**src/verilog/soc_pkg.sv**
```systemverilog
/*
 * soc_pkg
 * Bus widths, address map, register offsets and the split view of a
 * bus address shared by the interconnect and its slaves.
 */
package soc_pkg;

  localparam int AddrWidth = 32;
  localparam int DataWidth = 64;
  localparam int BeWidth = DataWidth / 8;
  localparam int TagWidth = 8;
  localparam int OffWidth = AddrWidth - TagWidth;

  // region tags in the top address byte
  localparam logic [TagWidth-1:0] RegionClint = 8'h02;
  localparam logic [TagWidth-1:0] RegionPlic = 8'h0C;
  localparam logic [TagWidth-1:0] RegionMem = 8'h80;

  localparam logic [OffWidth-1:0] ClintMsipOff = 24'h00_0000;
  localparam logic [OffWidth-1:0] ClintMtimecmpOff = 24'h00_4000;
  localparam logic [OffWidth-1:0] ClintMtimeOff = 24'h00_BFF8;

  localparam logic [OffWidth-1:0] PlicPendingOff = 24'h00_1000;
  localparam logic [OffWidth-1:0] PlicEnable0Off = 24'h00_2000;
  localparam logic [OffWidth-1:0] PlicEnable1Off = 24'h00_2080;

  // source bit 0 is gpio, bit 1 is uart
  localparam int NumSources = 2;
  localparam int NumTargets = 2;

  localparam int MemWords = 512;
  localparam int MemIdxWidth = $clog2(MemWords);

  localparam int NdmResetCycles = 4;

  typedef struct packed {
    logic [TagWidth-1:0] tag;
    logic [OffWidth-1:0] offset;
  } soc_addr_fields_t;

  // one address word, seen whole or as region tag over offset
  typedef union packed {
    logic [AddrWidth-1:0] raw;
    soc_addr_fields_t f;
  } soc_addr_u;

  function automatic logic [DataWidth-1:0] byte_merge(
    input logic [DataWidth-1:0] old_word,
    input logic [DataWidth-1:0] new_word,
    input logic [BeWidth-1:0] be
  );
    logic [DataWidth-1:0] merged;
    merged = old_word;
    for (int i = 0; i < BeWidth; i++) begin
      if (be[i]) begin
        merged[8*i +: 8] = new_word[8*i +: 8];
      end
    end
    return merged;
  endfunction

endpackage

```
**src/verilog/soc_reset_gen.sv**
```systemverilog
/*
 * soc_reset_gen
 * Peripheral reset from power-on and debug non-debug reset, held for a
 * few cycles after both causes drop.
 */
`timescale 1ns/1ps

module soc_reset_gen (
  input logic clk_i,
  input logic rst_i,
  input logic ndmreset_i,
  output logic periph_rst_o
);
  import soc_pkg::*;

  localparam int CntWidth = $clog2(NdmResetCycles + 1);

  logic [CntWidth-1:0] cnt_q;

  always_ff @(posedge clk_i) begin
    if (rst_i || ndmreset_i) begin
      cnt_q <= CntWidth'(NdmResetCycles);
    end else if (cnt_q != '0) begin
      cnt_q <= cnt_q - 1'b1;
    end
  end

  assign periph_rst_o = rst_i | ndmreset_i | (cnt_q != '0);

endmodule

```
**config.mk**
```make
export PLATFORM = sky130hd
export DESIGN_NAME = soc_reset_gen
export DESIGN_NICKNAME = d
export VERILOG_FILES = /design/src/verilog/soc_pkg.sv /design/src/verilog/soc_reset_gen.sv
export SDC_FILE = /design/constraint.sdc
export NUM_CORES = 1
export LEC_CHECK = 0
export BUFFER_PORTS_ARGS = -buffer_cell sky130_fd_sc_hd__buf_2
export CORE_AREA = 2 2 39 41
export CTS_CLUSTER_SIZE = 8
export DETAILED_ROUTE_END_ITERATION = 10
export DIE_AREA = 0 0 41 43
export GPL_TIMING_DRIVEN = 1
export MAX_ROUTING_LAYER = met4
export PLACE_DENSITY = 0.32
export REMOVE_ABC_BUFFERS = 1
export SETUP_SLACK_MARGIN = 0.15
export SLEW_MARGIN = 20
export SYNTH_ARGS = -nofsm -noshare
export SYNTH_HDL_FRONTEND = slang
export SYNTH_SLANG_ARGS = --single-unit
export TNS_END_PERCENT = 20
```
**constraint.sdc**
```tcl
create_clock -name clk_i -period 1.4 [get_ports clk_i]
set_input_delay 0.21 -clock clk_i [delete_from_list [all_inputs] [get_ports clk_i]]
set_output_delay 0.21 -clock clk_i [all_outputs]
set_load 0.02 [all_outputs]
```
==> run summary <==
The run finished with clean final reports. The logs give 0 for the number of nets still failing antenna checks after routing and 2 for the maximum clock path buffer count. The floorplan has 14 rows. The switching power of the nets came out at 0.0793 mW. Internal power comes to 0.242 mW. Layout cell share with drive strength beyond 1: 0.643. The number of placed instances with taps included came out at 36. The depth of the CTS H-tree is 1.

Wires add up to 306 µm. Fraction of the cycle the final worst path needs: 0.916. Compared with the post-synthesis result, the final layout area differs by 72.2%. The root buffer cell chosen for the clock tree is sky130_fd_sc_hd__clkbuf_4. After synthesis, the most frequently instantiated cells are sky130_fd_sc_hd__dfxtp_1 (3), sky130_fd_sc_hd__nor2_1 (3), sky130_fd_sc_hd__ha_1 (2), sky130_fd_sc_hd__inv_1 (2). Path type of the worst setup path: reg -> out. The tools report the pin count of the biggest net entering global routing as 4. Element type at the critical path start: a flip-flop. STA puts the critical path data required time at 1190 ps.

The core region is 1380 µm². The initial standard-cell utilization of the core was 0.120; the average vias per placed instance was 3.39. Global router's overall resource usage: 0.0565. The final-report setup violation count came out at 0. Buffers placed on the I/O ports in this run total 3. The count of cells in the finished layout, fillers not included, comes to 44. The slowest stage of the critical path belongs to the cell sky130_fd_sc_hd__dfxtp_2. The switching portion of total power came out at 0.247. TritonCTS built the clock tree.

The clock reaches the later pin of the worst-skew pair after 230 ps. The die height works out to 43 µm. The leakage power of the design was 0.131 nW; the overall die area was 1760 µm². For the clock power share, the log shows 0.474. Of all nets on the critical path, the largest fanout is 2.

The number of hold buffers added after cts was 0; the clock-pin slew on the worst setup and hold paths was 40 ps. The detailed-route via count is 149. The number of global-route vias before repair is 172. The critical path goes through inv_2 > ha_4 > nand2b_4 > nand2b_4 > buf_6.

The family of cells with the greatest summed delay on the critical path was flip-flops. The global placement routability congestion was 0.599. The power share of the sequential group was 0.307. The largest total area in the synthesized netlist belongs to sky130_fd_sc_hd__dfxtp_1. In this run, distinct cell masters in the synthesized netlist total 11.

The sequential element share of the synthesized area was 0.361. The endpoint kind of the worst setup timing path is an output pin. Global routing finished with a remaining overflow of 0. Logic depth of the worst path, buffers included: 5. The area share of the largest cell type after synthesis is 0.361.

The primary flip-flop cell chosen by synthesis mapping is sky130_fd_sc_hd__dfxtp_1. The clock arrives with 1.67 ps of skew. Startpoint of the worst hold path: rst_i. The final-report max-slew violation count came out at 0. The worst path in the final design needs a cycle of 1280 ps, including I/O delays and setup. After detailed routing, the average wire length per cell comes to 6.95 µm. The total number of yosys warnings is 0, and the flip-flop count of the largest register, all copies and words added is 3. The first-pass iteration count of the detailed router was 2; the post-route DRC violation count was 0.

Share of synthesized flip-flops with an asynchronous set or reset: 0. 4 I/O pins were placed. Across the VDD grid, the largest voltage drop is 0.000430 V. The mapped netlist covers 166 µm². The logs give 17 for the number of cells produced by synthesis and 0 for the final antenna diode count. The data arrival time of the worst path is 1070 ps, and the number of enable flip-flop cells after synthesis is 0. The global-route wire length before repair was 607 µm. The DRC marker count from the first detailed-route iteration is 1, and the number of stages on the worst hold path is 2. The initial antenna violation count came out at 0. The tools report the clock sink count as 3.

The worst setup path startpoint is cnt_q[1]$_SDFFE_PP0P_. The die span in x came out at 41 µm. For the timing-limited maximum frequency, the log shows 0.780 GHz. In the post-synthesis netlist, the biggest area contributors are sky130_fd_sc_hd__dfxtp_1 (36%), sky130_fd_sc_hd__ha_1 (15%), sky130_fd_sc_hd__a2111oi_2 (9.0%), sky130_fd_sc_hd__nand2b_4 (8.3%), sky130_fd_sc_hd__nor2_1 (6.8%). The logs give 34 for the net count reported at finish and 0 ps for the sum of negative setup slack.

The largest registers in the layout are cnt_q (3). The worst-case reg-to-reg path depth was 6. The number of clock buffers added by TritonCTS is 3. Combinational group share of total power: 0.219. The power density over the cells came out at 1120 nW/µm². In this design, the critical path's most frequently occurring cell is sky130_fd_sc_hd__nand2b_4. Ranked by flip-flop count, first place goes to cnt_q. The delay of the slowest cell on the worst path is 310 ps. The mean post-synth cell area was 9.79 µm².

Setup repair after global routing could not meet its margin everywhere. The actual transition at the worst max-transition pin came out at 295 ps. Synthesis inferred 3 register bits. The tools report the number of maximum-capacitance violations as 0. Counting both buffers and inverters, the worst setup path holds a total of 2.

For the final number of hold-violating endpoints, the log shows 0. The worst hold-check path type was in -> reg. The headroom to the max-slew limit came out at 0.803.

The worst register-to-register path begins at cnt_q[0]$_SDFFE_PP0P_.
[worst reg2reg max path: stages (launching register included)]
cell and delay [ps]:
sky130_fd_sc_hd__dfxtp_2 330, sky130_fd_sc_hd__inv_2 50, sky130_fd_sc_hd__ha_4 160, sky130_fd_sc_hd__nand2b_4 60, sky130_fd_sc_hd__buf_4 120, sky130_fd_sc_hd__nor2_1 40, sky130_fd_sc_hd__a2111oi_2 310
[what timing repair did]
item	CTS	global route
resized for setup	9	0
setup endpoints to repair	1	2
buffers inserted	3	1
pin swaps	1	0
gates cloned	0	0
[layout by cell type, fill, tap and decap left out]
cell type                   netlist  routed
sky130_fd_sc_hd__buf_4            0       4
sky130_fd_sc_hd__clkbuf_4         0       3
sky130_fd_sc_hd__inv_2            0       2
sky130_fd_sc_hd__ha_1             2       1
sky130_fd_sc_hd__mux2i_1          1       1
sky130_fd_sc_hd__ha_4             0       1
sky130_fd_sc_hd__nand2_1          1       1
sky130_fd_sc_hd__dfxtp_1          3       1
sky130_fd_sc_hd__buf_2            0       2
sky130_fd_sc_hd__a2111oi_2        1       1
sky130_fd_sc_hd__xnor2_1          1       1
sky130_fd_sc_hd__clkbuf_1         0       1
sky130_fd_sc_hd__buf_6            0       1
sky130_fd_sc_hd__dfxtp_2          0       2
sky130_fd_sc_hd__nand2b_4         1       2
sky130_fd_sc_hd__nor3_1           1       1
sky130_fd_sc_hd__nor2_1           3       3
[metal layers]
metal	vias up	global-route usage	part of all wire
met5	-	-	0
met4	0	0.0600	0
met3	0	0.0366	0.11
met2	6	0.0688	0.48
met1	65	0.0545	0.41
li1	78	-	-
[stage by stage]
| step | hold slack (ps) | total power, mW | util | worst slack [ps] | cell area [µm²] |
|---|---|---|---|---|---|
| global placement | 410 | 0.145 | 0.146 | 202 | 201 |
| global route | 160 | 0.347 | 0.207 | 59.2 | 287 |
| floorplan | 279 | 0.134 | - | 266 | 166 |
| detailed placement | 413 | 0.143 | 0.146 | 200 | 201 |
| CTS | 159 | 0.322 | 0.202 | 118 | 279 |
| finish | 166 | 0.322 | 0.207 | 118 | 287 |
[cell families after synthesis]
| family | Yosys count | share of synthesized area |
|---|---|---|
| and+or+nand+nor | 7 | 0.241 |
| DFF | 3 | 0.361 |
| buffers and inverters | 2 | 0.0451 |
| adders and majority gates | 2 | 0.150 |
| AOI/OAI and AO/OA | 1 | 0.0902 |
| xor gates and xnor gates | 1 | 0.0526 |
| muxes | 1 | 0.0602 |
[layout make-up]
class | instances | area, µm²
fill | 148 | 1100
inverter | 2 | 7.51
timing repair buffer | 7 | 51.3
sequential | 3 | 62.6
multi-input combinational | 12 | 119
tap | 16 | 20.0
clock buffer | 4 | 26.3
[path summary, 6_finish.rpt]
check | end | slack [ps]
worst max register to register | cnt_q[1]$_SDFFE_PP0P_ | 220
worst min register to register | cnt_q[2]$_SDFFE_PP1P_ | 510
worst min-delay path | cnt_q[1]$_SDFFE_PP0P_ | 170
worst max-delay path | periph_rst_o | 120
[power by group through the flow]
stage / Combinational, mW / Sequential, mW / Clock (mW)
after floorplan: 0.0362 / 0.0977 / 0
after global placement: 0.0461 / 0.0985 / 0
after detailed placement: 0.0449 / 0.0984 / 0
after CTS: 0.0659 / 0.0989 / 0.157
after global routing: 0.0786 / 0.100 / 0.168
final: 0.0705 / 0.0988 / 0.152
(Power assumes the default switching activity.)
