===== src/verilog/soc_pkg.sv =====
/*
 * soc_pkg
 * Bus widths, address map, register offsets and the split view of a
 * bus address shared by the interconnect and its slaves.
 */
package soc_pkg;

  localparam int AddrWidth = 32;
  localparam int DataWidth = 64;
  localparam int BeWidth = DataWidth / 8;
  localparam int TagWidth = 8;
  localparam int OffWidth = AddrWidth - TagWidth;

  // region tags in the top address byte
  localparam logic [TagWidth-1:0] RegionClint = 8'h02;
  localparam logic [TagWidth-1:0] RegionPlic = 8'h0C;
  localparam logic [TagWidth-1:0] RegionMem = 8'h80;

  localparam logic [OffWidth-1:0] ClintMsipOff = 24'h00_0000;
  localparam logic [OffWidth-1:0] ClintMtimecmpOff = 24'h00_4000;
  localparam logic [OffWidth-1:0] ClintMtimeOff = 24'h00_BFF8;

  localparam logic [OffWidth-1:0] PlicPendingOff = 24'h00_1000;
  localparam logic [OffWidth-1:0] PlicEnable0Off = 24'h00_2000;
  localparam logic [OffWidth-1:0] PlicEnable1Off = 24'h00_2080;

  // source bit 0 is gpio, bit 1 is uart
  localparam int NumSources = 2;
  localparam int NumTargets = 2;

  localparam int MemWords = 512;
  localparam int MemIdxWidth = $clog2(MemWords);

  localparam int NdmResetCycles = 4;

  typedef struct packed {
    logic [TagWidth-1:0] tag;
    logic [OffWidth-1:0] offset;
  } soc_addr_fields_t;

  // one address word, seen whole or as region tag over offset
  typedef union packed {
    logic [AddrWidth-1:0] raw;
    soc_addr_fields_t f;
  } soc_addr_u;

  function automatic logic [DataWidth-1:0] byte_merge(
    input logic [DataWidth-1:0] old_word,
    input logic [DataWidth-1:0] new_word,
    input logic [BeWidth-1:0] be
  );
    logic [DataWidth-1:0] merged;
    merged = old_word;
    for (int i = 0; i < BeWidth; i++) begin
      if (be[i]) begin
        merged[8*i +: 8] = new_word[8*i +: 8];
      end
    end
    return merged;
  endfunction

endpackage


===== src/verilog/soc_bus_if.sv =====
/*
 * soc_bus_if
 * Memory port with req/gnt/rvalid strobes. Slaves always accept, so the
 * slave side carries no grant and no response strobe.
 */
`timescale 1ns/1ps

interface soc_bus_if;
  import soc_pkg::*;

  logic req;
  logic gnt;
  logic we;
  soc_addr_u addr;
  logic [BeWidth-1:0] be;
  logic [DataWidth-1:0] wdata;
  logic rvalid;
  logic [DataWidth-1:0] rdata;

  // interconnect end of a master link
  modport master (
    input req, we, addr, be, wdata,
    output gnt, rvalid, rdata
  );

  // slave end of a slave link
  modport slave (
    input req, we, addr, be, wdata,
    output rdata
  );

  // interconnect end of a slave link
  modport xbar (
    output req, we, addr, be, wdata,
    input rdata
  );

endinterface


===== src/verilog/soc_xbar.sv =====
/*
 * soc_xbar
 * Two-master interconnect. Debug wins over core, one grant per cycle.
 * The region tag selects the slave, the response comes back one cycle
 * after the grant.
 */
`timescale 1ns/1ps

module soc_xbar (
  input logic clk_i,
  input logic rst_i,
  soc_bus_if.master dbg,
  soc_bus_if.master core,
  soc_bus_if.xbar clint,
  soc_bus_if.xbar plic,
  soc_bus_if.xbar mem
);
  import soc_pkg::*;

  logic dbg_win;
  logic fwd_req;
  logic fwd_we;
  soc_addr_u fwd_addr;
  logic [BeWidth-1:0] fwd_be;
  logic [DataWidth-1:0] fwd_wdata;
  logic hit_clint;
  logic hit_plic;
  logic hit_mem;

  logic rsp_valid_q;
  logic rsp_dbg_q;
  // one-hot {mem, plic, clint}, set only for mapped reads
  logic [2:0] rsp_sel_q;
  logic [DataWidth-1:0] rsp_data;

  // ----------------------------------------------------------------------
  // arbitration and request forwarding
  // ----------------------------------------------------------------------
  assign dbg_win = dbg.req;
  assign fwd_req = (dbg.req | core.req) & ~rst_i;

  assign dbg.gnt = dbg.req & ~rst_i;
  assign core.gnt = core.req & ~dbg.req & ~rst_i;

  assign fwd_we = dbg_win ? dbg.we : core.we;
  assign fwd_addr = dbg_win ? dbg.addr : core.addr;
  assign fwd_be = dbg_win ? dbg.be : core.be;
  assign fwd_wdata = dbg_win ? dbg.wdata : core.wdata;

  assign hit_clint = (fwd_addr.f.tag == RegionClint);
  assign hit_plic = (fwd_addr.f.tag == RegionPlic);
  assign hit_mem = (fwd_addr.f.tag == RegionMem);

  // unmapped tags reach no slave
  assign clint.req = fwd_req & hit_clint;
  assign clint.we = fwd_we;
  assign clint.addr = fwd_addr;
  assign clint.be = fwd_be;
  assign clint.wdata = fwd_wdata;

  assign plic.req = fwd_req & hit_plic;
  assign plic.we = fwd_we;
  assign plic.addr = fwd_addr;
  assign plic.be = fwd_be;
  assign plic.wdata = fwd_wdata;

  assign mem.req = fwd_req & hit_mem;
  assign mem.we = fwd_we;
  assign mem.addr = fwd_addr;
  assign mem.be = fwd_be;
  assign mem.wdata = fwd_wdata;

  // ----------------------------------------------------------------------
  // response routing
  // ----------------------------------------------------------------------
  always_ff @(posedge clk_i) begin
    if (rst_i) begin
      rsp_valid_q <= 1'b0;
      rsp_dbg_q <= 1'b0;
      rsp_sel_q <= '0;
    end else begin
      rsp_valid_q <= fwd_req;
      rsp_dbg_q <= fwd_req & dbg_win;
      rsp_sel_q <= (fwd_req & ~fwd_we) ? {hit_mem, hit_plic, hit_clint} : 3'b000;
    end
  end

  // writes and unmapped reads return zero
  assign rsp_data = ({DataWidth{rsp_sel_q[0]}} & clint.rdata) |
                    ({DataWidth{rsp_sel_q[1]}} & plic.rdata) |
                    ({DataWidth{rsp_sel_q[2]}} & mem.rdata);

  assign dbg.rvalid = rsp_valid_q & rsp_dbg_q;
  assign core.rvalid = rsp_valid_q & ~rsp_dbg_q;
  assign dbg.rdata = rsp_dbg_q ? rsp_data : '0;
  assign core.rdata = rsp_dbg_q ? '0 : rsp_data;

endmodule

===== src/flat_wrapper.sv =====
// flat-port wrapper written by rule: the top's interface ports become plain ports
module soc_xbar_flat import soc_pkg::*;
  (clk_i, rst_i, dbg_req, dbg_we, dbg_addr, dbg_be, dbg_wdata, dbg_gnt, dbg_rvalid, dbg_rdata, core_req, core_we, core_addr, core_be, core_wdata, core_gnt, core_rvalid, core_rdata, clint_req, clint_we, clint_addr, clint_be, clint_wdata, clint_rdata, plic_req, plic_we, plic_addr, plic_be, plic_wdata, plic_rdata, mem_req, mem_we, mem_addr, mem_be, mem_wdata, mem_rdata);
  soc_bus_if dbg_i ();
  soc_bus_if core_i ();
  soc_bus_if clint_i ();
  soc_bus_if plic_i ();
  soc_bus_if mem_i ();
  input logic clk_i;
  input logic rst_i;
  input wire logic [$bits(dbg_i.req)-1:0] dbg_req;
  input wire logic [$bits(dbg_i.we)-1:0] dbg_we;
  input wire logic [$bits(dbg_i.addr)-1:0] dbg_addr;
  input wire logic [$bits(dbg_i.be)-1:0] dbg_be;
  input wire logic [$bits(dbg_i.wdata)-1:0] dbg_wdata;
  output wire logic [$bits(dbg_i.gnt)-1:0] dbg_gnt;
  output wire logic [$bits(dbg_i.rvalid)-1:0] dbg_rvalid;
  output wire logic [$bits(dbg_i.rdata)-1:0] dbg_rdata;
  input wire logic [$bits(core_i.req)-1:0] core_req;
  input wire logic [$bits(core_i.we)-1:0] core_we;
  input wire logic [$bits(core_i.addr)-1:0] core_addr;
  input wire logic [$bits(core_i.be)-1:0] core_be;
  input wire logic [$bits(core_i.wdata)-1:0] core_wdata;
  output wire logic [$bits(core_i.gnt)-1:0] core_gnt;
  output wire logic [$bits(core_i.rvalid)-1:0] core_rvalid;
  output wire logic [$bits(core_i.rdata)-1:0] core_rdata;
  output wire logic [$bits(clint_i.req)-1:0] clint_req;
  output wire logic [$bits(clint_i.we)-1:0] clint_we;
  output wire logic [$bits(clint_i.addr)-1:0] clint_addr;
  output wire logic [$bits(clint_i.be)-1:0] clint_be;
  output wire logic [$bits(clint_i.wdata)-1:0] clint_wdata;
  input wire logic [$bits(clint_i.rdata)-1:0] clint_rdata;
  output wire logic [$bits(plic_i.req)-1:0] plic_req;
  output wire logic [$bits(plic_i.we)-1:0] plic_we;
  output wire logic [$bits(plic_i.addr)-1:0] plic_addr;
  output wire logic [$bits(plic_i.be)-1:0] plic_be;
  output wire logic [$bits(plic_i.wdata)-1:0] plic_wdata;
  input wire logic [$bits(plic_i.rdata)-1:0] plic_rdata;
  output wire logic [$bits(mem_i.req)-1:0] mem_req;
  output wire logic [$bits(mem_i.we)-1:0] mem_we;
  output wire logic [$bits(mem_i.addr)-1:0] mem_addr;
  output wire logic [$bits(mem_i.be)-1:0] mem_be;
  output wire logic [$bits(mem_i.wdata)-1:0] mem_wdata;
  input wire logic [$bits(mem_i.rdata)-1:0] mem_rdata;
  assign dbg_i.req = dbg_req;
  assign dbg_i.we = dbg_we;
  assign dbg_i.addr = dbg_addr;
  assign dbg_i.be = dbg_be;
  assign dbg_i.wdata = dbg_wdata;
  assign dbg_gnt = dbg_i.gnt;
  assign dbg_rvalid = dbg_i.rvalid;
  assign dbg_rdata = dbg_i.rdata;
  assign core_i.req = core_req;
  assign core_i.we = core_we;
  assign core_i.addr = core_addr;
  assign core_i.be = core_be;
  assign core_i.wdata = core_wdata;
  assign core_gnt = core_i.gnt;
  assign core_rvalid = core_i.rvalid;
  assign core_rdata = core_i.rdata;
  assign clint_req = clint_i.req;
  assign clint_we = clint_i.we;
  assign clint_addr = clint_i.addr;
  assign clint_be = clint_i.be;
  assign clint_wdata = clint_i.wdata;
  assign clint_i.rdata = clint_rdata;
  assign plic_req = plic_i.req;
  assign plic_we = plic_i.we;
  assign plic_addr = plic_i.addr;
  assign plic_be = plic_i.be;
  assign plic_wdata = plic_i.wdata;
  assign plic_i.rdata = plic_rdata;
  assign mem_req = mem_i.req;
  assign mem_we = mem_i.we;
  assign mem_addr = mem_i.addr;
  assign mem_be = mem_i.be;
  assign mem_wdata = mem_i.wdata;
  assign mem_i.rdata = mem_rdata;
  soc_xbar u_core (.clk_i(clk_i), .rst_i(rst_i), .dbg(dbg_i), .core(core_i), .clint(clint_i), .plic(plic_i), .mem(mem_i));
endmodule

===== config.mk =====
export PLATFORM = sky130hd
export DESIGN_NAME = soc_xbar_flat
export DESIGN_NICKNAME = d
export VERILOG_FILES = /design/src/verilog/soc_pkg.sv /design/src/verilog/soc_bus_if.sv /design/src/verilog/soc_xbar.sv /design/src/flat_wrapper.sv
export SDC_FILE = /design/constraint.sdc
export NUM_CORES = 1
export LEC_CHECK = 0
export BUFFER_PORTS_ARGS = -buffer_cell sky130_fd_sc_hd__buf_2
export CORE_AREA = 2 2 330 332
export CTS_BUF_LIST = sky130_fd_sc_hd__clkbuf_8
export CTS_CLUSTER_SIZE = 24
export DETAILED_ROUTE_END_ITERATION = 6
export DIE_AREA = 0 0 332 334
export GPL_TIMING_DRIVEN = 0
export PLACE_DENSITY_LB_ADDON = 0.1
export SYNTH_ARGS = -nofsm -noshare
export SYNTH_HDL_FRONTEND = slang
export SYNTH_SLANG_ARGS = --single-unit
export TNS_END_PERCENT = 20

===== constraint.sdc =====
create_clock -name clk_i -period 1.1 [get_ports clk_i]
set_input_delay 0.055 -clock clk_i [delete_from_list [all_inputs] [get_ports clk_i]]
set_output_delay 0.055 -clock clk_i [all_outputs]
set_load 0.05 [all_outputs]

==> metrics.txt <==
Fillers=12510; library cells used by synthesis=23; Post-DRT Antenna Nets=0; Pre-antenna DRT Iters=7; worst endpoint required time=1.04 ns; count of hold buffers inserted by post-cts repair=0; Synth Area in Adders=0; Sequential Power Share=0.023; first-pass GRT wire length=70830 um; Critical Path AT=1.61 ns; post-synthesis mux area share=0.2574; critical path fanouts, max=10; Post-Synth Simple-Gate Area=0.1746; initial antenna violation count=14; CTS max path bufs=2; Synth Net Count=997; vias post-DR=8197; VDD IR max=0.3423 mV; commonest non-fill, non-tap cell in the layout=buf_2; die area=0.1109 sq mm; Logic pwr share=0.933; Worst Hold Depth=2; setup ws final=-0.5636 ns; Final Hold Viols=0; net switching power=5.131 mW; Sink Count=5; Hold WC Path Type=in2reg; total global-route track usage=0.09178; PnR Total Power=8.204 mW; slowest stage delay, CP=0.34 ns; Critical Path Source Type=register; Post-DP Area=0.01086 sq mm; Util after Layout=0.1228; clock slew seen by the registers of the worst setup and hold paths=0.04 ns; DRC=4; Die X=332 um; Final GP Congestion=0.8256; Synth Register Bits=5; Crit. End Element=output pin; Leak=6.477 nW; Layout Nets=1912; Pins Over Slew Limit=0; Fmax achieved=601.1 MHz; CTS buffer count=3; setup TNS=-130.92 ns; largest net degree at the start of global routing=11; number of synthesis warnings=0; multi-input combinational cell area=0.003062 sq mm; crit share post-route=1.512; global route overflow=0; DP Wirelength=49510 um; Starting Density=0.04262; Sw Share=0.6254; share of cells above drive strength 1=0.9083; port bufs=855; vias in the first global route=8397; most used cell, CP=buf_12; slowest CP cell=a222oi_1; Root Buffer=clkbuf_8; final setup vio count=452; DRT iter0 DRCs=391; Die Ht=334 um; Synth Instances=591; IO Pins=856; WL/cell=18.85 um; violated checks=design-rule violations, negative setup slack; most frequent cells in the layout=buf_2, buf_4, buf_6; Slew @ Worst Pin=0.7262 ns; vias per cell=2.802; RSZ-0062 raised after global routing=yes; largest family of logic cells by synthesized area=buffers and inverters; Int Pwr=3.073 mW; CP cell instances=buf_12 -> buf_12 -> a222oi_1 -> buf_4 -> nor2_2 -> buf_6; final period demand of the worst path=1.664 ns; synthesized cell area=0.004594 sq mm; Crit Path Category=reg2out; H-tree levels=1; Register Area=103.9 sq um; mean area per synthesized cell=7.774 sq um; pwr dens=619.8 mW/mm^2; total of max-cap violations=0; status=complete, but fails checks; CTS tree=done; Seq/Total Area, Yosys=0.02179; Area Growth Syn to Fin=188.1%; Slew headroom=0.5149; Rows=121; final WL=55140 um; core area=0.1078 sq mm; post-route cell area=0.01324 sq mm; clock network power share=0.043; compound-gate portion of the synthesized area=0.1487; Post-Synth XOR/XNOR Area=0
## synth_stat cells
cell      instances  share of area
a21oi_1           1         0.0011
a222oi_1         64           0.14
and2_1            1         0.0014
and2b_1           1         0.0016
buf_2            23          0.025
buf_4           221           0.36
clkbuf_1         13          0.011
dfxtp_1           5          0.022
inv_1             1        0.00082
mux2_2          105           0.26
nand2b_1          2         0.0027
nand3_1           4         0.0044
nand4_1           2         0.0027
nand4b_1          1         0.0019
nor2_1           68          0.056
nor2b_1          68          0.093
nor3b_2           1         0.0027
nor4_2            2         0.0054
nor4bb_1          1         0.0022
o21ai_1           1         0.0011
o21bai_1          1         0.0016
o22ai_1           4         0.0054
or2_2             1         0.0014
## logic make-up after synthesis
family                 Yosys count
AO/OA/AOI/OAI                   71
buffers and inverters          258
flip-flops                       5
multiplexers                   105
AND/OR/NAND/NOR                152
## power groups by stage
stage	Sequential, mW	Clock (mW)	Combinational [mW]
2_1_floorplan	0.191	0	4.90
3_3_place_gp	0.195	0	7.28
3_5_place_dp	0.195	0	7.24
4_1_cts	0.192	0.377	7.39
5_1_grt	0.194	0.404	8.01
6_report	0.193	0.355	7.66
## stage by stage
| stage | worst slack (ns) | hold slack, ns | instances |
|---|---|---|---|
| floorplan | -0.3551 | 0.1266 | 591 |
| global placement | -1.149 | 0.4335 | 2860 |
| detailed placement | -1.153 | 0.4547 | 2860 |
| CTS | -0.5953 | 0.2159 | 2908 |
| global route | -0.6623 | 0.2095 | 2923 |
| finish | -0.5636 | 0.2253 | 2925 |
## critical path: cells and delay by family, from the launching register on
kind / cells / cell delay (ns)
compound gates: 1 / 0.34
simple gates: 1 / 0.04
buf+inv: 4 / 0.66
flops: 1 / 0.32
## metal layers
layer	routed length (um)	track usage
met1	20880	0.1012
met2	30020	0.1786
met3	3424	0.01942
met4	779	0.01828
met5	40	0
## area by class of cell
cell class	count	area share
antenna	6	0.001134
buffer	257	0.1673
clock buffer	3	0.003119
clock inverter	1	0.0003781
inverter	1	0.0002836
multi-input combinational	328	0.2313
sequential	5	0.007845
tap	1414	0.1336
timing repair buffer	910	0.4550
## registers in the layout, indices dropped and copies added, names as in the netlist
name                flops
u_core.rsp_sel_q        3
u_core.rsp_dbg_q        1
u_core.rsp_valid_q      1
## path summary, 6_finish.rpt
path,end,slack (ns),start
min,u_core.rsp_dbg_q,0.23,rst_i
max,core_rdata[30],-0.56,u_core.rsp_sel_q[0]
## timing repair
action                                 4_1_cts  5_1_grt
setup endpoints to repair                  453      453
gates resized for setup                    320      261
setup buffers                               44       11
pin swaps                                   62       41
endpoints found under the hold margin        0        0
Power figures use the tool's default switching activity.
