**src/verilog/soc_pkg.sv**
```systemverilog
/*
 * soc_pkg
 * Bus widths, address map, register offsets and the split view of a
 * bus address shared by the interconnect and its slaves.
 */
package soc_pkg;

  localparam int AddrWidth = 32;
  localparam int DataWidth = 64;
  localparam int BeWidth = DataWidth / 8;
  localparam int TagWidth = 8;
  localparam int OffWidth = AddrWidth - TagWidth;

  // region tags in the top address byte
  localparam logic [TagWidth-1:0] RegionClint = 8'h02;
  localparam logic [TagWidth-1:0] RegionPlic = 8'h0C;
  localparam logic [TagWidth-1:0] RegionMem = 8'h80;

  localparam logic [OffWidth-1:0] ClintMsipOff = 24'h00_0000;
  localparam logic [OffWidth-1:0] ClintMtimecmpOff = 24'h00_4000;
  localparam logic [OffWidth-1:0] ClintMtimeOff = 24'h00_BFF8;

  localparam logic [OffWidth-1:0] PlicPendingOff = 24'h00_1000;
  localparam logic [OffWidth-1:0] PlicEnable0Off = 24'h00_2000;
  localparam logic [OffWidth-1:0] PlicEnable1Off = 24'h00_2080;

  // source bit 0 is gpio, bit 1 is uart
  localparam int NumSources = 2;
  localparam int NumTargets = 2;

  localparam int MemWords = 512;
  localparam int MemIdxWidth = $clog2(MemWords);

  localparam int NdmResetCycles = 4;

  typedef struct packed {
    logic [TagWidth-1:0] tag;
    logic [OffWidth-1:0] offset;
  } soc_addr_fields_t;

  // one address word, seen whole or as region tag over offset
  typedef union packed {
    logic [AddrWidth-1:0] raw;
    soc_addr_fields_t f;
  } soc_addr_u;

  function automatic logic [DataWidth-1:0] byte_merge(
    input logic [DataWidth-1:0] old_word,
    input logic [DataWidth-1:0] new_word,
    input logic [BeWidth-1:0] be
  );
    logic [DataWidth-1:0] merged;
    merged = old_word;
    for (int i = 0; i < BeWidth; i++) begin
      if (be[i]) begin
        merged[8*i +: 8] = new_word[8*i +: 8];
      end
    end
    return merged;
  endfunction

endpackage

```
**src/verilog/soc_bus_if.sv**
```systemverilog
/*
 * soc_bus_if
 * Memory port with req/gnt/rvalid strobes. Slaves always accept, so the
 * slave side carries no grant and no response strobe.
 */
`timescale 1ns/1ps

interface soc_bus_if;
  import soc_pkg::*;

  logic req;
  logic gnt;
  logic we;
  soc_addr_u addr;
  logic [BeWidth-1:0] be;
  logic [DataWidth-1:0] wdata;
  logic rvalid;
  logic [DataWidth-1:0] rdata;

  // interconnect end of a master link
  modport master (
    input req, we, addr, be, wdata,
    output gnt, rvalid, rdata
  );

  // slave end of a slave link
  modport slave (
    input req, we, addr, be, wdata,
    output rdata
  );

  // interconnect end of a slave link
  modport xbar (
    output req, we, addr, be, wdata,
    input rdata
  );

endinterface

```
**src/verilog/soc_plic.sv**
```systemverilog
/*
 * soc_plic
 * Reduced platform interrupt controller. Each target line is the OR of
 * its enabled level sources, no priorities and no claim.
 */
`timescale 1ns/1ps

module soc_plic (
  input logic clk_i,
  input logic rst_i,
  soc_bus_if.slave bus,
  input logic [soc_pkg::NumSources-1:0] irq_sources_i,
  output logic [soc_pkg::NumTargets-1:0] eip_o
);
  import soc_pkg::*;

  localparam logic [OffWidth-1:0] EnableStride = PlicEnable1Off - PlicEnable0Off;

  logic [NumSources-1:0] enable_q [NumTargets];
  logic [DataWidth-1:0] rdata_d;
  logic [DataWidth-1:0] rdata_q;

  always_ff @(posedge clk_i) begin
    if (rst_i) begin
      for (int t = 0; t < NumTargets; t++) begin
        enable_q[t] <= '0;
      end
    end else if (bus.req && bus.we && bus.be[0]) begin
      for (int t = 0; t < NumTargets; t++) begin
        if (bus.addr.f.offset == PlicEnable0Off + OffWidth'(t) * EnableStride) begin
          enable_q[t] <= bus.wdata[NumSources-1:0];
        end
      end
    end
  end

  // pending is simply the live source level
  always_comb begin
    rdata_d = '0;
    if (bus.addr.f.offset == PlicPendingOff) begin
      rdata_d[NumSources-1:0] = irq_sources_i;
    end
    for (int t = 0; t < NumTargets; t++) begin
      if (bus.addr.f.offset == PlicEnable0Off + OffWidth'(t) * EnableStride) begin
        rdata_d[NumSources-1:0] = enable_q[t];
      end
    end
  end

  always_ff @(posedge clk_i) begin
    if (bus.req && !bus.we) begin
      rdata_q <= rdata_d;
    end
  end

  assign bus.rdata = rdata_q;

  for (genvar t = 0; t < NumTargets; t++) begin : g_target
    assign eip_o[t] = |(enable_q[t] & irq_sources_i);
  end

endmodule

```
**src/flat_wrapper.sv**
```systemverilog
// flat-port wrapper written by rule: the top's interface ports become plain ports
module soc_plic_flat import soc_pkg::*;
  (clk_i, rst_i, irq_sources_i, eip_o, bus_req, bus_we, bus_addr, bus_be, bus_wdata, bus_rdata);
  soc_bus_if bus_i ();
  input logic clk_i;
  input logic rst_i;
  input logic [soc_pkg::NumSources-1:0] irq_sources_i;
  output logic [soc_pkg::NumTargets-1:0] eip_o;
  input wire logic [$bits(bus_i.req)-1:0] bus_req;
  input wire logic [$bits(bus_i.we)-1:0] bus_we;
  input wire logic [$bits(bus_i.addr)-1:0] bus_addr;
  input wire logic [$bits(bus_i.be)-1:0] bus_be;
  input wire logic [$bits(bus_i.wdata)-1:0] bus_wdata;
  output wire logic [$bits(bus_i.rdata)-1:0] bus_rdata;
  assign bus_i.req = bus_req;
  assign bus_i.we = bus_we;
  assign bus_i.addr = bus_addr;
  assign bus_i.be = bus_be;
  assign bus_i.wdata = bus_wdata;
  assign bus_rdata = bus_i.rdata;
  soc_plic u_core (.clk_i(clk_i), .rst_i(rst_i), .bus(bus_i), .irq_sources_i(irq_sources_i), .eip_o(eip_o));
endmodule
```
**config.mk**
```make
export PLATFORM = sky130hd
export DESIGN_NAME = soc_plic_flat
export DESIGN_NICKNAME = d
export VERILOG_FILES = /design/src/verilog/soc_pkg.sv /design/src/verilog/soc_bus_if.sv /design/src/verilog/soc_plic.sv /design/src/flat_wrapper.sv
export SDC_FILE = /design/constraint.sdc
export NUM_CORES = 1
export LEC_CHECK = 0
export BUFFER_PORTS_ARGS = -buffer_cell sky130_fd_sc_hd__buf_4
export CAP_MARGIN = 5
export CORE_AREA = 2 2 69 71
export CTS_BUF_LIST = sky130_fd_sc_hd__clkbuf_16
export CTS_CLUSTER_DIAMETER = 60
export DETAILED_ROUTE_END_ITERATION = 6
export DIE_AREA = 0 0 71 73
export PLACE_DENSITY = 0.72
export SLEW_MARGIN = 10
export SYNTH_ARGS = -nofsm -noshare
export SYNTH_HDL_FRONTEND = slang
export SYNTH_SLANG_ARGS = --single-unit
```
**constraint.sdc**
```tcl
create_clock -name clk_i -period 1.5 [get_ports clk_i]
set_clock_uncertainty 0.2 [all_clocks]
set_input_delay 0.15 -clock clk_i [delete_from_list [all_inputs] [get_ports clk_i]]
set_output_delay 0.15 -clock clk_i [all_outputs]
set_load 0.03 [all_outputs]
```
==> results.md, run 1 <==
- Result of the run: finished clean
- Vert. Die Dim: 73 um
- Effective utilization at floorplan: 19.31%
- Port buffer count: 36
- Post-route antenna net violation count: 0
- Share of layout cells above drive strength 1: 33.81%
- Number of cells on the worst hold path: 2
- R2R depth: 3
- Hpwl dp: 1385 um
- Achievable Freq: 690.6 MHz
- Flop and latch count out of synthesis: 6
- Unrepaired setup endpoints after global routing: yes
- DIE WIDTH: 71 um
- Layout Area Growth over Synthesis: 24.71%
- Number of warning messages in the yosys log: 0
- Floorplan row count: 25
- Share of the core filled with cells: 24.08%
- Worst Path Required: 1.18 ns
- Area inside the core boundary: 4536 um^2
- Global-route wire length before repair: 2028 um
- CP Launch Type: input pin
- Final cycle utilization of the critical path: 96.54%
- Clock buffers created by TritonCTS: 3
- Clock root buffer master: sky130_fd_sc_hd__clkbuf_16
- Max Transition Viols Final: 0
- # diodes: 0
- Sequential area share after synthesis: 20.57%
- Worst hold slack after final layout: 0.04226 ns
- Post-Syn Area per Cell: 8.937 um^2
- Biggest fanout along the worst timing path: 3
- Total count of hold-check failures in the final report: 0
- Largest voltage drop on the vdd net: 0.0003546 V
- Pre-CTS setup slack: -0.2084 ns
- Post-CTS Repair Setup Buffers: 0
- Routed length per instance: 7.964 um
- Max stage delay on crit path: 0.41 ns
- Violation count after the first detailed-route iteration: 33
- DIE AREA: 5183 um^2
- Worst EP arrival: 1.13 ns
- Number of top-level pins: 176
- All-Layer GR Usage: 4.821%
- Vias per Instance: 3.187
- Worst reg2reg setup slack: 0.11 ns
- Cells traversed along the worst timing path: buf_4, nor4_4, nand4_2, o31ai_1
- Clock transition at the register clock pins on the worst setup and hold paths after CTS: 0.03 ns
- Total detailed-routing wirelength: 1537 um
- Via count of the first global-routing pass: 496
- Number of antenna violations at the first check in global routing: 0
- Standby leakage power: 0.5468 nW
- Max stage delay cell, worst path: sky130_fd_sc_hd__o31ai_1
- Clock period minus final worst setup slack: 1.448 ns
- First-pass DRT Iterations: 4
- Worst min-delay path category: in2reg
- Residual DRC count: 0
- Worst setup slack after layout: 0.05190 ns
- Areal power density over the cells: 870.0 nW/um^2
- Net count of the finished layout: 251
- Pin count of the biggest net entering global routing: 7
- Commonest non-fill, non-tap cells in the layout: 62 x sky130_fd_sc_hd__conb_1, 39 x sky130_fd_sc_hd__buf_4, 6 x sky130_fd_sc_hd__edfxtp_1
- Post-synthesis instance total: 98
- Number of distinct standard cells referenced by the synthesized netlist: 20
- Startpoint-to-endpoint class of the critical path: in2reg
- Setup-failing EPs final: 0
- Aggregate global routing overflow: 0
- Most frequent standard cell in the layout excluding fill and tap cells: sky130_fd_sc_hd__conb_1
- Clock tree from TritonCTS: done
- Maximum Capacitance Violations: 0
- Gp weighted congestion: 0.8075
- Combined area of all synthesized cells: 875.8 um^2
- CP endpoint kind: register
- Max Root-Sink Buffers: 2
- Vias: 615
- Total of hold buffers inserted after clock tree synthesis: 0
- Count of cells resized by post-cts repair: 0
- Later-pin clock latency in the skew report: 0.22 ns
- Sink count of the clock tree: 6
- Number of levels in the clock H-tree: 1
-- state kept, by name, summed over array words and instances (netlist names) --
signal / flops
u_core.bus.rdata: 2
u_core.enable_q: 4
-- critical path: cells and delay by family --
| kind | cells | cell delay, ns |
|---|---|---|
| and+or+nand+nor | 2 | 0.44 |
| buffers and inverters | 1 | 0.12 |
| AOI/OAI and AO/OA | 1 | 0.41 |
-- through the flow --
step           cells  setup TNS [ns]  power, mW  instance area, um^2
5_1_grt          193         -0.2608     0.9915                 1092
3_3_place_gp     190         -0.7508     0.5265                 1017
6_report         193               0     0.9503                 1092
4_1_cts          193               0     0.9535                 1092
3_5_place_dp     190         -0.9876     0.5288                 1017
2_1_floorplan    159               0     0.5610                 1122
-- area by class of cell --
type                       instances  area (um^2)
clock buffer                       3        75.07
fill                             500         3443
inverter                           1        3.754
multi-input combinational         90        473.0
sequential                         6        180.2
tap                               54        67.56
timing repair buffer              39        292.8
-- routing by layer --
metal	track usage (%)	vias up	wire (um)
li1	-	295	-
met1	4.496	277	436
met2	10.49	43	936
met3	0.8287	0	163
met4	1.258	0	0
met5	0	-	0
-- worst paths after layout --
check / from / endpoint
setup / recovery: bus_addr[8] / u_core.enable_q[0][2]
hold / removal: bus_we / u_core.bus.rdata[1]
setup reg to reg: u_core.enable_q[0][2] / u_core.bus.rdata[0]
hold reg to reg: u_core.enable_q[0][1] / u_core.bus.rdata[1]
-- cells in the mapped netlist --
| library cell | instances | area, um^2 |
|---|---|---|
| sky130_fd_sc_hd__a22o_1 | 2 | 17.52 |
| sky130_fd_sc_hd__a32oi_1 | 2 | 17.52 |
| sky130_fd_sc_hd__and3_1 | 1 | 6.260 |
| sky130_fd_sc_hd__buf_4 | 62 | 465.5 |
| sky130_fd_sc_hd__conb_1 | 1 | 3.750 |
| sky130_fd_sc_hd__edfxtp_1 | 6 | 180.2 |
| sky130_fd_sc_hd__inv_1 | 1 | 3.750 |
| sky130_fd_sc_hd__mux2_1 | 2 | 22.52 |
| sky130_fd_sc_hd__nand2_1 | 2 | 7.510 |
| sky130_fd_sc_hd__nand3_1 | 1 | 5.000 |
| sky130_fd_sc_hd__nand4_1 | 2 | 12.51 |
| sky130_fd_sc_hd__nand4_2 | 1 | 12.51 |
| sky130_fd_sc_hd__nor2_1 | 2 | 7.510 |
| sky130_fd_sc_hd__nor2b_1 | 2 | 12.51 |
| sky130_fd_sc_hd__nor3_1 | 5 | 25.02 |
| sky130_fd_sc_hd__nor4_1 | 1 | 6.260 |
| sky130_fd_sc_hd__nor4_2 | 2 | 25.02 |
| sky130_fd_sc_hd__nor4_4 | 1 | 21.27 |
| sky130_fd_sc_hd__o31ai_1 | 1 | 7.510 |
| sky130_fd_sc_hd__o41ai_2 | 1 | 16.27 |
-- logic make-up after synthesis --
| family | synth area share, % |
|---|---|
| buffers and inverters | 53.57 |
| AND/OR/NAND/NOR | 16.14 |
| AO/OA/AOI/OAI | 6.716 |
| flip-flops | 20.57 |
| multiplexers | 2.571 |
| other | 0.4282 |
-- power by group --
group          switching, mW  leakage (nW)  total [mW]  internal [mW]
logic                  0.257         0.450       0.334         0.0776
clock network         0.0805        0.0370       0.422          0.341
registers            0.00267        0.0598       0.194          0.192
total                  0.340         0.547       0.950          0.610
Note: power is estimated with default switching activity, not from simulation.
==> run 2: changes to the inputs <==
ABC_CLOCK_PERIOD_IN_PS = 1500   (was not set)
RECOVER_POWER = 25   (was not set)
SKIP_LAST_GASP = 1   (was not set)
==> run 2 against run 1 <==
Hold slack better by 0.026 ns. First-iteration DRC count increased by 9.1%. Utilization fell by 0.083 points. Clock-buffer cell count stayed put. Global-route usage unchanged. Highest routed layer unchanged. Critical path depth unchanged.
==> results.md, run 2 (same netlist as run 1, synthesis figures left out) <==
- Result of the run: finished clean
- Total detailed-routing wirelength: 1540 um (+0.20%)
- Maximum Capacitance Violations: 0 (unchanged)
- Unrepaired setup endpoints after global routing: yes
- Number of antenna violations at the first check in global routing: 0 (unchanged)
- Gp weighted congestion: 0.8075 (unchanged)
- Worst EP arrival: 1.13 ns (about the same)
- DIE WIDTH: 71 um (unchanged)
- Fraction of power consumed by combinational cells: 35.1% (about the same)
- Routed length per instance: 7.979 um (+0.20%)
- Effective utilization at floorplan: 19.31% (unchanged)
- Max stage delay on crit path: 0.41 ns (about the same)
- Number of levels in the clock H-tree: 1 (unchanged)
- Largest voltage drop on the vdd net: 0.0003546 V (about the same)
- Area inside the core boundary: 4536 um^2 (unchanged)
- Residual DRC count: 0 (unchanged)
- Via count of the first global-routing pass: 496 (unchanged)
- Aggregate global routing overflow: 0 (unchanged)
- Clock period minus final worst setup slack: 1.448 ns (unchanged)
- First-pass DRT Iterations: 4 (unchanged)
- Areal power density over the cells: 872.7 nW/um^2 (+0.31%)
- Clock tree from TritonCTS: done
- Sink count of the clock tree: 6 (unchanged)
- Worst Path Required: 1.18 ns (about the same)
- Share of layout cells above drive strength 1: 33.09% (-0.72 points)
- Reg area: 180.2 um^2 (unchanged)
- Final cell count without fillers: 193 (unchanged)
- Cells after DPL: 190 (unchanged)
- Number of fillers in the final layout: 502 (+0.40%)
- CP endpoint kind: register
- Global-route wire length before repair: 2028 um (unchanged)
- Violation count after the first detailed-route iteration: 36 (+9.1%)
- Final cycle utilization of the critical path: 96.54% (unchanged)
- Top reg by flops: u_core.enable_q
- Commonest non-fill, non-tap cells in the layout: 62 x sky130_fd_sc_hd__conb_1, 37 x sky130_fd_sc_hd__buf_4, 6 x sky130_fd_sc_hd__edfxtp_1
- Most frequent standard cell in the layout excluding fill and tap cells: sky130_fd_sc_hd__conb_1
- Total net switching power: 340.0 uW (about the same)
- Clock transition at the register clock pins on the worst setup and hold paths after CTS: 0.03 ns (about the same)
- Standby leakage power: 0.5426 nW (-0.77%)
- Vias: 615 (unchanged)
- Share of the core filled with cells: 24.00% (-0.083 points)
- Internal Dissipation: 610.0 uW (about the same)
- Biggest fanout along the worst timing path: 3 (unchanged)
- Total of hold buffers inserted after clock tree synthesis: 0 (unchanged)
- Switching power as a share of total power: 35.79% (about the same)
- Clock root buffer master: sky130_fd_sc_hd__clkbuf_16
- Post-route antenna net violation count: 0 (unchanged)
- Setup-failing EPs final: 0 (unchanged)
- Overall power consumption: 950.0 uW (about the same)
- All-Layer GR Usage: 4.821% (unchanged)
- Fin Setup TNS: 0 ns (unchanged)
- Number of top-level pins: 176 (unchanged)
- DIE AREA: 5183 um^2 (unchanged)
- Net count of the finished layout: 251 (unchanged)
- Floorplan row count: 25 (unchanged)
- Max Root-Sink Buffers: 2 (unchanged)
- Port buffer count: 36 (unchanged)
- Achievable Freq: 690.6 MHz (unchanged)
- Startpoint-to-endpoint class of the critical path: in2reg
- Max stage delay cell, worst path: sky130_fd_sc_hd__o31ai_1
- Later-pin clock latency in the skew report: 0.22 ns (about the same)
- Layout Area Growth over Synthesis: 24.29%
- Pin count of the biggest net entering global routing: 7 (unchanged)
- Count of cells resized by post-cts repair: 0 (unchanged)
- Clock buffers created by TritonCTS: 3 (unchanged)
- Vias per Instance: 3.187 (unchanged)
- Worst min-delay path category: in2reg
- # diodes: 0 (unchanged)
- Sequential cell fraction of total power: 20.4% (about the same)
- Post-CTS Repair Setup Buffers: 0 (unchanged)
- Cells traversed along the worst timing path: buf_4, nor4_4, nand4_2, o31ai_1
- Clock power frac: 44.4% (about the same)
- Total area of multi-input combinational cells: 473.0 um^2 (unchanged)
- CP Launch Type: input pin
- Flip-flop count of the largest register after layout: 4 (unchanged)
- Total count of hold-check failures in the final report: 0 (unchanged)
- Vert. Die Dim: 73 um (unchanged)
- Hpwl dp: 1385 um (unchanged)
- Worst hold slack after final layout: 0.06793 ns (+0.02567 ns)
- Max Transition Viols Final: 0 (unchanged)
-- run 2: changes by cell type in the layout (fill, tap and decap cells not counted), sizes merged --
cell / before / now
clkbuf: 3 / 5
buf: 39 / 37
-- run 2: worst max-delay path, delay by kind of cell --
family	cells	cell delay, ns
AO/OA/AOI/OAI	1	0.41
buffers and inverters	1	0.12
AND/OR/NAND/NOR	2	0.44
-- run 2: metal layers --
layer | global-route usage [%] | vias to the layer above | part of all wire, %
li1 | - | 295 | -
met1 | 4.496 | 277 | 29
met2 | 10.49 | 43 | 61
met3 | 0.8287 | 0 | 10
met4 | 1.258 | 0 | 0
met5 | 0 | - | 0
-- run 2: power by group through the flow --
stage	registers (mW)	logic, mW	clock network [mW]
after global placement	0.196	0.330	0
after global routing	0.195	0.352	0.445
after floorplan	0.197	0.364	0
after CTS	0.194	0.333	0.427
after detailed placement	0.197	0.332	0
final	0.194	0.334	0.422
-- run 2: final timing paths --
path / end / cells past startpoint / slack, ns / start
worst max register to register: u_core.bus.rdata[0] / 3 / 0.11 / u_core.enable_q[0][2]
worst min register to register: u_core.bus.rdata[1] / 3 / 0.57 / u_core.enable_q[0][1]
worst max-delay path: u_core.enable_q[0][2] / 4 / 0.05 / bus_addr[8]
worst min-delay path: u_core.bus.rdata[1] / 2 / 0.07 / bus_we
-- run 2: final cells by class --
cell class / instances / area share, %
clock buffers: 3 / 6.897
inverters: 1 / 0.3448
multi-input cells: 90 / 43.45
flip-flops and latches: 6 / 16.55
well taps: 54 / 6.207
repair buffers: 39 / 26.55
-- run 2: through the flow --
stage,worst slack (ns),instance area (um^2)
floorplan,0.01653,1122
global route,-0.06789,1089
global placement,-0.1843,1017
detailed placement,-0.2084,1017
finish,0.05190,1089
CTS,0.02475,1092
